===== config.mk =====
export PLATFORM = sky130hd
export DESIGN_NAME = matmul_top
export DESIGN_NICKNAME = d
export VERILOG_FILES = /design/src/matmul_pkg.sv /design/src/matmul_top.sv /design/src/operand_fetch.sv /design/src/processing_element.sv /design/src/result_drain.sv /design/src/run_sequencer.sv /design/src/systolic_array.sv
export SDC_FILE = /design/constraint.sdc
export NUM_CORES = 2
export LEC_CHECK = 0
export ABC_CLOCK_PERIOD_IN_PS = 10070
export BUFFER_PORTS_ARGS = -buffer_cell sky130_fd_sc_hd__buf_2
export CORE_MARGIN = 1
export CORE_UTILIZATION = 55
export DETAILED_ROUTE_END_ITERATION = 8
export PLACE_DENSITY = 0.78
export RECOVER_POWER = 100
export SLEW_MARGIN = 5
export SYNTH_ARGS = -nofsm -noshare
export SYNTH_HDL_FRONTEND = slang
export SYNTH_SLANG_ARGS = --single-unit
export TNS_END_PERCENT = 20

===== constraint.sdc =====
create_clock -name clk -period 10.07 [get_ports clk]
set_input_delay 0.5035 -clock clk [delete_from_list [all_inputs] [get_ports clk]]
set_output_delay 0.5035 -clock clk [all_outputs]
set_load 0.01 [all_outputs]

===== src/matmul_pkg.sv =====
package matmul_pkg;

  ////////////////////
  // Default sizes for the top level
  ////////////////////

  // Matrix dimension of the single tile
  localparam int DEF_N = 4;

  // Signed element width of A, B and C
  localparam int DEF_DWIDTH = 8;

  localparam int DEF_AWIDTH = 10;
  localparam int DEF_STRIDE_WIDTH = 8;

  ////////////////////
  // Fixed pipeline constants
  ////////////////////

  // Cycles from a read strobe to the data on the memory return bus
  localparam int MEM_LATENCY = 1;

  // Operand flop, product flop and accumulator register
  localparam int MAC_STAGES = 3;

  // States of one multiply run
  typedef enum logic [2:0] {
    ST_IDLE,
    ST_FETCH,
    ST_WAIT,
    ST_DRAIN,
    ST_DONE
  } seq_state_e;

endpackage


===== src/matmul_top.sv =====
`timescale 1ns/100ps

module matmul_top #(
  parameter int N = matmul_pkg::DEF_N,
  parameter int DWIDTH = matmul_pkg::DEF_DWIDTH,
  parameter int AWIDTH = matmul_pkg::DEF_AWIDTH,
  parameter int STRIDE_WIDTH = matmul_pkg::DEF_STRIDE_WIDTH
) (
  input  logic                    clk,
  input  logic                    reset,
  input  logic                    i_start,
  output logic                    o_done,
  input  logic [AWIDTH-1:0]       i_base_a,
  input  logic [AWIDTH-1:0]       i_base_b,
  input  logic [AWIDTH-1:0]       i_base_c,
  input  logic [STRIDE_WIDTH-1:0] i_stride_a,
  input  logic [STRIDE_WIDTH-1:0] i_stride_b,
  input  logic [STRIDE_WIDTH-1:0] i_stride_c,
  output logic [AWIDTH-1:0]       o_a_addr,
  output logic                    o_a_rd,
  input  logic [N*DWIDTH-1:0]     i_a_data,
  output logic [AWIDTH-1:0]       o_b_addr,
  output logic                    o_b_rd,
  input  logic [N*DWIDTH-1:0]     i_b_data,
  output logic [AWIDTH-1:0]       o_c_addr,
  output logic [N*DWIDTH-1:0]     o_c_data,
  output logic                    o_c_valid
);

  logic clear;
  logic fetch_go;
  logic drain_go;
  logic drain_last;
  logic [N*DWIDTH-1:0] a_lane;
  logic [N*DWIDTH-1:0] b_lane;
  logic [N*N*DWIDTH-1:0] acc;

  run_sequencer #(
    .N(N)
  ) i_run_sequencer (
    .clk          (clk),
    .reset        (reset),
    .i_start      (i_start),
    .i_drain_last (drain_last),
    .o_clear      (clear),
    .o_fetch_go   (fetch_go),
    .o_drain_go   (drain_go),
    .o_done       (o_done)
  );

  operand_fetch #(
    .N(N),
    .DWIDTH(DWIDTH),
    .AWIDTH(AWIDTH),
    .STRIDE_WIDTH(STRIDE_WIDTH)
  ) i_operand_fetch (
    .clk        (clk),
    .i_clear    (clear),
    .i_fetch_go (fetch_go),
    .i_base_a   (i_base_a),
    .i_base_b   (i_base_b),
    .i_stride_a (i_stride_a),
    .i_stride_b (i_stride_b),
    .i_a_data   (i_a_data),
    .i_b_data   (i_b_data),
    .o_a_addr   (o_a_addr),
    .o_b_addr   (o_b_addr),
    .o_a_rd     (o_a_rd),
    .o_b_rd     (o_b_rd),
    .o_a_lane   (a_lane),
    .o_b_lane   (b_lane)
  );

  systolic_array #(
    .N(N),
    .DWIDTH(DWIDTH)
  ) i_systolic_array (
    .clk      (clk),
    .i_clear  (clear),
    .i_a_lane (a_lane),
    .i_b_lane (b_lane),
    .o_acc    (acc)
  );

  result_drain #(
    .N(N),
    .DWIDTH(DWIDTH),
    .AWIDTH(AWIDTH),
    .STRIDE_WIDTH(STRIDE_WIDTH)
  ) i_result_drain (
    .clk          (clk),
    .i_clear      (clear),
    .i_drain_go   (drain_go),
    .i_base_c     (i_base_c),
    .i_stride_c   (i_stride_c),
    .i_acc        (acc),
    .o_c_addr     (o_c_addr),
    .o_c_data     (o_c_data),
    .o_c_valid    (o_c_valid),
    .o_drain_last (drain_last)
  );

endmodule


===== src/operand_fetch.sv =====
`timescale 1ns/100ps

module operand_fetch #(
  parameter int N = 4,
  parameter int DWIDTH = 8,
  parameter int AWIDTH = 10,
  parameter int STRIDE_WIDTH = 8
) (
  input  logic                    clk,
  input  logic                    i_clear,
  input  logic                    i_fetch_go,
  input  logic [AWIDTH-1:0]       i_base_a,
  input  logic [AWIDTH-1:0]       i_base_b,
  input  logic [STRIDE_WIDTH-1:0] i_stride_a,
  input  logic [STRIDE_WIDTH-1:0] i_stride_b,
  input  logic [N*DWIDTH-1:0]     i_a_data,
  input  logic [N*DWIDTH-1:0]     i_b_data,
  output logic [AWIDTH-1:0]       o_a_addr,
  output logic [AWIDTH-1:0]       o_b_addr,
  output logic                    o_a_rd,
  output logic                    o_b_rd,
  output logic [N*DWIDTH-1:0]     o_a_lane,
  output logic [N*DWIDTH-1:0]     o_b_lane
);

  localparam int LAT_END = matmul_pkg::MEM_LATENCY + N;
  localparam int LAT_W = $clog2(LAT_END + 1);
  localparam int LEFT_W = $clog2(N);

  // Side 0 reads the columns of A and side 1 the rows of B
  for (genvar s = 0; s < 2; s++) begin : g_side
    wire [AWIDTH-1:0] base = (s == 0) ? i_base_a : i_base_b;
    wire [STRIDE_WIDTH-1:0] stride = (s == 0) ? i_stride_a : i_stride_b;
    wire [N*DWIDTH-1:0] rdata = (s == 0) ? i_a_data : i_b_data;
    wire [N*DWIDTH-1:0] lane_bus;
    logic [AWIDTH-1:0] addr;
    logic rd;
    logic [LEFT_W-1:0] reads_left;
    logic [LAT_W-1:0] lat_cnt;
    logic data_valid;

    ////////////////////
    // Address generator
    ////////////////////
    always_ff @(posedge clk) begin
      if (i_clear) begin
        rd <= 1'b0;
        reads_left <= '0;
        addr <= '0;
      end else if (i_fetch_go) begin
        rd <= 1'b1;
        reads_left <= LEFT_W'(N - 1);
        addr <= base;
      end else if (reads_left != '0) begin
        reads_left <= reads_left - 1'b1;
        addr <= addr + AWIDTH'(stride);
      end else begin
        rd <= 1'b0;
      end
    end

    // Counts from the first strobe, the returning words are valid for N cycles
    always_ff @(posedge clk) begin
      if (i_clear) begin
        lat_cnt <= '0;
      end else if ((rd || lat_cnt != '0) && lat_cnt != LAT_W'(LAT_END)) begin
        lat_cnt <= lat_cnt + 1'b1;
      end
    end

    assign data_valid = (lat_cnt >= LAT_W'(matmul_pkg::MEM_LATENCY)) &&
                        (lat_cnt < LAT_W'(LAT_END));

    ////////////////////
    // Lane skew, lane i is late by i cycles
    ////////////////////
    for (genvar i = 0; i < N; i++) begin : g_lane
      wire [DWIDTH-1:0] word = data_valid ? rdata[i*DWIDTH +: DWIDTH] : '0;

      if (i == 0) begin : g_direct
        assign lane_bus[DWIDTH-1:0] = word;
      end else begin : g_delay
        logic [DWIDTH-1:0] dly [i];

        always_ff @(posedge clk) begin
          if (i_clear) begin
            for (int d = 0; d < i; d++) begin
              dly[d] <= '0;
            end
          end else begin
            dly[0] <= word;
            for (int d = 1; d < i; d++) begin
              dly[d] <= dly[d-1];
            end
          end
        end

        assign lane_bus[i*DWIDTH +: DWIDTH] = dly[i-1];
      end
    end
  end

  assign o_a_addr = g_side[0].addr;
  assign o_a_rd   = g_side[0].rd;
  assign o_a_lane = g_side[0].lane_bus;
  assign o_b_addr = g_side[1].addr;
  assign o_b_rd   = g_side[1].rd;
  assign o_b_lane = g_side[1].lane_bus;

endmodule


===== src/processing_element.sv =====
`timescale 1ns/100ps

module processing_element #(
  parameter int DWIDTH = 8
) (
  input  logic              clk,
  input  logic              i_clear,
  input  logic [DWIDTH-1:0] i_a,
  input  logic [DWIDTH-1:0] i_b,
  output logic [DWIDTH-1:0] o_a,
  output logic [DWIDTH-1:0] o_b,
  output logic [DWIDTH-1:0] o_acc
);

  // Operand flops ahead of the product flop and the accumulator
  localparam int OP_STAGES = matmul_pkg::MAC_STAGES - 2;
  localparam logic [DWIDTH-1:0] SAT_MAX = {1'b0, {(DWIDTH-1){1'b1}}};
  localparam logic [DWIDTH-1:0] SAT_MIN = {1'b1, {(DWIDTH-1){1'b0}}};

  logic signed [DWIDTH-1:0] a_pipe [OP_STAGES];
  logic signed [DWIDTH-1:0] b_pipe [OP_STAGES];
  logic signed [2*DWIDTH-1:0] prod_q;
  logic [DWIDTH:0] prod_top;
  logic [DWIDTH-1:0] prod_sat;

  // Neighbour links, one cycle per element
  always_ff @(posedge clk) begin
    if (i_clear) begin
      o_a <= '0;
      o_b <= '0;
    end else begin
      o_a <= i_a;
      o_b <= i_b;
    end
  end

  // The top DWIDTH+1 bits agree when the product fits in DWIDTH bits
  assign prod_top = prod_q[2*DWIDTH-1:DWIDTH-1];

  always_comb begin
    if (&prod_top || ~|prod_top) begin
      prod_sat = prod_q[DWIDTH-1:0];
    end else if (prod_q[2*DWIDTH-1]) begin
      prod_sat = SAT_MIN;
    end else begin
      prod_sat = SAT_MAX;
    end
  end

  ////////////////////
  // Multiply and accumulate
  ////////////////////
  always_ff @(posedge clk) begin
    if (i_clear) begin
      for (int s = 0; s < OP_STAGES; s++) begin
        a_pipe[s] <= '0;
        b_pipe[s] <= '0;
      end
      prod_q <= '0;
      o_acc <= '0;
    end else begin
      a_pipe[0] <= i_a;
      b_pipe[0] <= i_b;
      for (int s = 1; s < OP_STAGES; s++) begin
        a_pipe[s] <= a_pipe[s-1];
        b_pipe[s] <= b_pipe[s-1];
      end
      prod_q <= a_pipe[OP_STAGES-1] * b_pipe[OP_STAGES-1];
      // Accumulator wraps at DWIDTH bits
      o_acc <= o_acc + prod_sat;
    end
  end

endmodule


===== src/result_drain.sv =====
`timescale 1ns/100ps

module result_drain #(
  parameter int N = 4,
  parameter int DWIDTH = 8,
  parameter int AWIDTH = 10,
  parameter int STRIDE_WIDTH = 8
) (
  input  logic                    clk,
  input  logic                    i_clear,
  input  logic                    i_drain_go,
  input  logic [AWIDTH-1:0]       i_base_c,
  input  logic [STRIDE_WIDTH-1:0] i_stride_c,
  input  logic [N*N*DWIDTH-1:0]   i_acc,
  output logic [AWIDTH-1:0]       o_c_addr,
  output logic [N*DWIDTH-1:0]     o_c_data,
  output logic                    o_c_valid,
  output logic                    o_drain_last
);

  localparam int COL_W = $clog2(N);

  // Column of C on the output port
  logic [COL_W-1:0] col;

  always_ff @(posedge clk) begin
    if (i_clear) begin
      o_c_valid <= 1'b0;
      col <= '0;
      o_c_addr <= '0;
    end else if (i_drain_go) begin
      o_c_valid <= 1'b1;
      col <= '0;
      o_c_addr <= i_base_c;
    end else if (o_c_valid) begin
      if (o_drain_last) begin
        o_c_valid <= 1'b0;
      end else begin
        col <= col + 1'b1;
        o_c_addr <= o_c_addr + AWIDTH'(i_stride_c);
      end
    end
  end

  assign o_drain_last = o_c_valid && (col == COL_W'(N - 1));

  // Lane i carries C[i][col], the accumulators hold still during the drain
  for (genvar i = 0; i < N; i++) begin : g_lane
    assign o_c_data[i*DWIDTH +: DWIDTH] = i_acc[(i*N + col)*DWIDTH +: DWIDTH];
  end

endmodule


===== src/run_sequencer.sv =====
`timescale 1ns/100ps

module run_sequencer #(
  parameter int N = 4
) (
  input  logic clk,
  input  logic reset,
  input  logic i_start,
  input  logic i_drain_last,
  output logic o_clear,
  output logic o_fetch_go,
  output logic o_drain_go,
  output logic o_done
);

  // Fetch pulse to drain pulse: N reads, memory latency, lane skew,
  // propagation across the grid and the MAC pipeline
  localparam int WAIT_CYCLES = N + matmul_pkg::MEM_LATENCY + (N - 1) + 2 * (N - 1) +
                               matmul_pkg::MAC_STAGES;
  localparam int CNT_W = $clog2(WAIT_CYCLES + 1);

  matmul_pkg::seq_state_e state;
  logic [CNT_W-1:0] cycle_cnt;

  // A low start level aborts the run and clears every block
  assign o_clear = reset || !i_start;

  assign o_fetch_go = (state == matmul_pkg::ST_IDLE) && i_start;
  assign o_drain_go = (state == matmul_pkg::ST_WAIT) && (cycle_cnt == CNT_W'(WAIT_CYCLES));

  // cycle_cnt holds the number of cycles since the fetch pulse
  always_ff @(posedge clk) begin
    if (o_clear) begin
      state <= matmul_pkg::ST_IDLE;
      cycle_cnt <= '0;
      o_done <= 1'b0;
    end else begin
      o_done <= 1'b0;
      case (state)
        matmul_pkg::ST_IDLE: begin
          state <= matmul_pkg::ST_FETCH;
          cycle_cnt <= CNT_W'(1);
        end
        matmul_pkg::ST_FETCH: begin
          cycle_cnt <= cycle_cnt + 1'b1;
          if (cycle_cnt == CNT_W'(N)) begin
            state <= matmul_pkg::ST_WAIT;
          end
        end
        matmul_pkg::ST_WAIT: begin
          if (o_drain_go) begin
            state <= matmul_pkg::ST_DRAIN;
          end else begin
            cycle_cnt <= cycle_cnt + 1'b1;
          end
        end
        matmul_pkg::ST_DRAIN: begin
          if (i_drain_last) begin
            state <= matmul_pkg::ST_DONE;
            o_done <= 1'b1;
          end
        end
        // Parked here until start drops
        matmul_pkg::ST_DONE: state <= matmul_pkg::ST_DONE;
        default: state <= matmul_pkg::ST_IDLE;
      endcase
    end
  end

endmodule


===== src/systolic_array.sv =====
`timescale 1ns/100ps

module systolic_array #(
  parameter int N = 4,
  parameter int DWIDTH = 8
) (
  input  logic                     clk,
  input  logic                     i_clear,
  input  logic [N*DWIDTH-1:0]      i_a_lane,
  input  logic [N*DWIDTH-1:0]      i_b_lane,
  output logic [N*N*DWIDTH-1:0]    o_acc
);

  // A moves right along a row, B moves down a column.
  // The extra link at the far edge carries operands out of the grid
  wire [DWIDTH-1:0] a_link [N][N+1];
  wire [DWIDTH-1:0] b_link [N+1][N];

  for (genvar k = 0; k < N; k++) begin : g_edge
    assign a_link[k][0] = i_a_lane[k*DWIDTH +: DWIDTH];
    assign b_link[0][k] = i_b_lane[k*DWIDTH +: DWIDTH];
  end

  ////////////////////
  // Processing element grid
  ////////////////////
  for (genvar i = 0; i < N; i++) begin : g_row
    for (genvar j = 0; j < N; j++) begin : g_col
      // Element (i, j) owns C[i][j] at flat index i*N + j
      processing_element #(
        .DWIDTH(DWIDTH)
      ) i_processing_element (
        .clk     (clk),
        .i_clear (i_clear),
        .i_a     (a_link[i][j]),
        .i_b     (b_link[i][j]),
        .o_a     (a_link[i][j+1]),
        .o_b     (b_link[i+1][j]),
        .o_acc   (o_acc[(i*N + j)*DWIDTH +: DWIDTH])
      );
    end
  end

endmodule


After elaboration in Yosys (flattened, before gate mapping) --
Memory sizes are Yosys's and may differ from the RTL's. Cells that the tools add are included.
Operators by class: add/sub/neg operators 28, $mul 16, divide/modulo/power cells 0, magnitude comparators 4, equality and inequality tests 16, shifts and indexed selects 4, muxes and demuxes 146, bitwise gates (word level) 12, reduce and logical (&&, ||, !) cells 124
Operators by type and width (count):
- $mux 8 | 84
- $shiftx 128x33->8 | 3
- $reduce_or 8->1 | 34
- $mul 8x8->16 | 16
- $reduce_and 9->1 | 16
- $reduce_or 9->1 | 16
- $add 8x8->8 | 16
- $shiftx 128x6->8 | 1
- $mux 10 | 7
- $mux 1 | 45
- $add 10x8->10 | 3
- $logic_or 1x1->1 | 19
- $logic_not 1->1 | 17
- $pmux 3 s5 | 1
- $pmux 5 s3 | 1
- $ne 2x2->1 const B | 6
- $add 4x2->5 const A | 2
- $or 1x1->1 | 10
- $reduce_bool 2->1 | 5
- $mux 3 | 3
- $reduce_bool 3->1 | 3
- $mux 2 | 4
- $logic_and 1x1->1 | 7
- $add 3x1->3 const B | 2
- other kinds (20) | 29
Storage, ports and cells: flip-flop bits (word level) 630, latch bits 0, bits in writable memories 352, bits in read-only memories 0, input bits 121, output and inout bits 66, memories 38
Memories:
- i_operand_fetch.g_side[0].g_lane[3].g_delay.dly | words 3, width 8, rd ports 3, clocked after Yosys merged registers in 0, wr ports 3, line operand_fetch.sv:83 | logic [DWIDTH-1:0] dly [i];
- i_operand_fetch.g_side[1].g_lane[3].g_delay.dly | words 3, width 8, rd ports 3, clocked after Yosys merged registers in 0, wr ports 3, line operand_fetch.sv:83
- i_operand_fetch.g_side[0].g_lane[2].g_delay.dly | words 2, width 8, rd ports 2, clocked after Yosys merged registers in 0, wr ports 2, line operand_fetch.sv:83
- i_operand_fetch.g_side[1].g_lane[2].g_delay.dly | words 2, width 8, rd ports 2, clocked after Yosys merged registers in 0, wr ports 2, line operand_fetch.sv:83
- i_operand_fetch.g_side[0].g_lane[1].g_delay.dly | words 1, width 8, rd ports 1, clocked after Yosys merged registers in 0, wr ports 1, line operand_fetch.sv:83
- i_operand_fetch.g_side[1].g_lane[1].g_delay.dly | words 1, width 8, rd ports 1, clocked after Yosys merged registers in 0, wr ports 1, line operand_fetch.sv:83
- 32 more memories

Longest topological paths before layout --
depth in word-level cells 5, depth in mapped cells 17, gate-level depth less buffers 16

Cells and area by module --
From an unflattened synthesis, not the netlist that was laid out.
Second synthesis, totals: cell total of the unflattened synthesis 7719, area, all modules 72024.1 µm²
By module, submodules not included:
- processing_element at i_systolic_array.g_row[1].g_col[2].i_processing_element ... | instances 6, cells an instance 433, area each 4013.8 µm², seq. area each 800.8 µm²
- processing_element at i_systolic_array.g_row[0].g_col[0].i_processing_element ... | instances 5, cells an instance 436, area each 4046.4 µm², seq. area each 800.8 µm²
- processing_element at i_systolic_array.g_row[3].g_col[1].i_processing_element ... | instances 3, cells an instance 434, area each 4013.8 µm², seq. area each 800.8 µm²
- operand_fetch | instances 1, cells an instance 546, area each 5237.5 µm², seq. area each 2562.5 µm²
- processing_element at i_systolic_array.g_row[0].g_col[1].i_processing_element | instances 1, cells an instance 438, area each 4040.1 µm², seq. area each 800.8 µm²
- processing_element at i_systolic_array.g_row[3].g_col[0].i_processing_element | instances 1, cells an instance 431, area each 4006.3 µm², seq. area each 800.8 µm²
- result_drain | instances 1, cells an instance 159, area each 1805.5 µm², seq. area each 260.2 µm²
- run_sequencer | instances 1, cells an instance 65, area each 578.1 µm², seq. area each 180.2 µm²

Worst setup path before layout --
Ideal clock, no wire load.
path kind register -> register, from register, netlist name i_systolic_array.g_row[1].g_col[2].i_processing_element.o_a[7], to register i_systolic_array.g_row[1].g_col[2].i_processing_element.prod_q[14], setup time 0.072 ns, arrival time 4.064 ns, path slack 5.934 ns, stages on the path, launching flop included 15, buffers on the path 1, clock period less this slack 4.136 ns, cells stage by stage dfxtp_1 clkbuf_1 nand2_1 fa_1 fa_1 inv_1 fa_1 inv_1 fa_1 inv_1 ha_1 or4_1 o22a_1 a31oi_1 mux2i_1
RTL lines:
- end signal: assignment | line processing_element.sv:68 | prod_q <= a_pipe[OP_STAGES-1] * b_pipe[OP_STAGES-1];
- end: declaration | line processing_element.sv:22 | logic signed [2*DWIDTH-1:0] prod_q;

Worst setup path after layout --
from input port i_start, to register i_systolic_array.g_row[2].g_col[3].i_processing_element.o_acc[6]
Between the ends: word-level cells in the longest chain between the ends 2
RTL lines:
- start: declaration | line matmul_top.sv:11 | input logic i_start,
- $logic_not 1->1 | line run_sequencer.sv:26 | assign o_clear = reset || !i_start;
- $logic_or 1x1->1 | line run_sequencer.sv:26
- end signal: assignment | line processing_element.sv:70 | o_acc <= o_acc + prod_sat;
- end: declaration | line processing_element.sv:12 | output logic [DWIDTH-1:0] o_acc
Every way passes these cells. A chain may end at the register's enable or synchronous reset.

==> metrics.cfg <==
[clock_tree]
htree_num_levels=3
clk_path_buf_depth=3
cts_tree=yes
clkTransAtPathRegs_ns=0.06
cts.sinks=790
insertion_delay_ns=0.72
cts_resized=0
cts_buffers=89
root_buffer=clkbuf_16

[cells_and_area]
drive_gt1_share_pct=4.622
fin_nets=9326
n_fill_cell=10380
instances_no_fill=9420
area_growth_pct=9.010
seqCellArea_mm2=0.01582
final_area_mm2=0.07602
multi_input_area_mm2=0.04812

[critical_path]
worstPathArrival_ns=5.91
crit_path_end_kind=flop
cp-start-kind=input port
ff2ff_setup_slack_ns=5.60
crit_type=input port to flop
r2r_cells=13
worstPathRequired_ns=10.70
critPathMaxFanout=96

[place]
gp_congestion=0.8819
place_area_mm2=0.07230
place_inst=9188
dp.final_hpwl_um=113500
portBuffers=186
post-place-ws_ns=5.660

[worst_hold_path]
hold_depth=3
hp-start=i_base_c[1]
hp-class=input port to flop
min_to=i_result_drain.o_c_addr[1]

[power]
power.total_w=0.006942
p_int_w=0.005341
max-vdd-ir-drop_mv=0.1125
p_switching_w=0.001601
netSwitchingFraction_pct=23.06
p_per_area_mw_per_mm2=91.31
clkPwrFrac_pct=51.5
p_leak_nw=36.54
pwr-share-comb_pct=3.1
seqPwrFrac_pct=45.4

[route]
drc=0
wl_per_cell_um=15.57
wirelength_um=146600
num_vias=49863
drt_first_pass_iters=5
ant_nets=0
drt-initial-drc-count=2653
via_per_inst=5.293

[sta]
fin_worst_skew_ns=0.02978
post-route-period-util_pct=52.40
final-hold-violation-count=0
fin_crit_ns=5.277
tns_ns=0
finalWorstSetupSlack_ns=4.793
tightest_slew_ns=3.988
slew_viol_final=276
finalSetupViolations=0
fmax_mhz=189.5
maxSlewHeadroom_pct=-165.9
rsz0062_at_grt=false

[floorplanning]
pin_count=187
rows=130
dieHeight_um=358.1
start_util_pct=55.46
dieArea_mm2=0.1282
chipWidth_um=358.1
coreArea_mm2=0.1257

[yosys]
synth.most_common_cell=inv_1
synth_area_leader_cell=fa_1
synth_seq_cells=790
synth_edf_count=0
synth-main-ff-cell=dfxtp_1
synth_top_area_share_pct=25.81
synthCells=7477
syn_area_mm2=0.06974
syn-mean-instance-area_um2=9.327
synth_commonest_cells=inv_1, and2_1, fa_1, dfxtp_1, ha_1
synthArstFlopShare_pct=0
synth_cell_type_count=73
ys_warn_count=0
synth.area.top_cells=fa_1, dfxtp_1, ha_1
synth-seq-area-share_pct=22.68
synth_nets=9109

[run_status]
status=finished with violations
violations=max-capacitance violations, max-slew violations

[global_route]
grtUsageTotal_pct=23.79
antenna_found_initial=1
grt.overflow.total=0
grt_pass1_wl_um=252100
grt_max_degree=225
grt_pass1_vias=53247

[job]
maxCapViolCount=5

what timing repair did:
action / in CTS / in global routing
buffers inserted: 0 / 0
hold endpoints to repair: 65 / 0
hold buffers: 65 / 0
registers in the layout, summed over array words and instances (netlist names):
register                                                  flops
i_systolic_array.g_row.g_col.i_processing_element.a_pipe     40
i_run_sequencer.o_done                                        1
i_operand_fetch.o_a_addr                                     10
i_systolic_array.g_row.g_col.i_processing_element.o_acc     128
i_systolic_array.g_row.g_col.i_processing_element.o_b        96
i_run_sequencer.state                                         3
i_systolic_array.g_row.g_col.i_processing_element.b_pipe     32
i_operand_fetch.o_b_addr                                     10
i_systolic_array.g_row.g_col.i_processing_element.prod_q    256
i_run_sequencer.cycle_cnt                                     5
i_operand_fetch.g_side.lat_cnt                                6
i_operand_fetch.g_side.g_lane.g_delay.dly                    96
i_operand_fetch.g_side.reads_left                             4
i_result_drain.o_c_valid                                      1
i_result_drain.col                                            2
i_operand_fetch.o_a_rd                                        1
i_systolic_array.g_row.g_col.i_processing_element.o_a        88
i_operand_fetch.o_b_rd                                        1
i_result_drain.o_c_addr                                      10
worst max-delay path, stage by stage:
cell and delay, ns:
clkbuf_1 0.20, nor2b_1 0.60, clkbuf_1 2.83, buf_4 1.03, nand3b_1 0.22, mux2_2 0.33, o211ai_1 0.11
power by group through the flow:
stage | registers [W] | logic (W) | clock network [W]
5_1_grt | 0.00315 | 0.000237 | 0.00378
3_5_place_dp | 0.00322 | 0.000195 | 0
3_3_place_gp | 0.00322 | 0.000190 | 0
6_report | 0.00315 | 0.000214 | 0.00357
4_1_cts | 0.00315 | 0.000216 | 0.00365
2_1_floorplan | 0.00322 | 0.000129 | 0
layer usage:
metal | GRT usage [%] | vias up | wire, um
met5 | 0 | - | 0
met4 | 7.957 | 0 | 4603
met3 | 3.542 | 304 | 5859
met2 | 42.72 | 911 | 74030
met1 | 29.03 | 24652 | 62160
li1 | - | 23996 | -
layout by cell type (no fill, tap or decap), types with 148 or more instances in the layout:
| cell type | Yosys | layout |
|---|---|---|
| nand2_1 | 382 | 382 |
| o21ai_0 | 244 | 244 |
| and2_1 | 1112 | 857 |
| inv_1 | 1379 | 1379 |
| a21oi_1 | 193 | 194 |
| nor2_1 | 348 | 348 |
| xnor2_1 | 170 | 170 |
| nor2b_1 | 148 | 148 |
| and2_0 | 0 | 255 |
| dfxtp_1 | 790 | 789 |
| fa_1 | 899 | 899 |
| ha_1 | 612 | 612 |
logic make-up (layout without fill, tap and decap cells):
family                     count (synthesis)  after routing  synth area share [%]
and+or+nand+nor                         2439           2439                 19.16
AOI/OAI and AO/OA                        872            872                 7.995
xor gates and xnor gates                 263            263                 3.303
adders and majority gates               1511           1511                 36.79
buffers and inverters                   1516           1807                 8.230
other                                      0              2                     0
muxes                                     86             86                 1.844
DFF                                      790            790                 22.68
worst max path at each step:
stage          startpoint                          end  slack (ns)  cells after the start
2_1_floorplan        flop                         flop        5.93                     14
3_3_place_gp         flop                         flop        5.75                     13
3_5_place_dp         flop                         flop        5.66                     13
4_1_cts              flop                         flop        5.65                     13
5_1_grt           i_start  i_operand_fetch.o_a_addr[9]        4.31                      7
6_report          i_start                         flop        4.79                      7
per-stage QoR:
stage / hold slack, ns / utilization (%)
6_report: 0.04465 / 60.46
5_1_grt: 0.02544 / 60.46
4_1_cts: 0.002989 / 60.61
3_5_place_dp: 0.4097 / 57.50
3_3_place_gp: 0.4079 / 57.50
2_1_floorplan: 0.4057 / -
cell type report:
class	count	share of cell area, %
Multi-Input combinational cell	5171	63.29
Sequential cell	790	20.81
Inverter	1379	6.809
Clock buffer	114	3.224
Tap cell	1650	2.716
Timing Repair Buffer	263	2.085
Clock inverter	51	1.060
Antenna cell	2	0.006583
No activity file was read; power rests on OpenSTA's default activity.
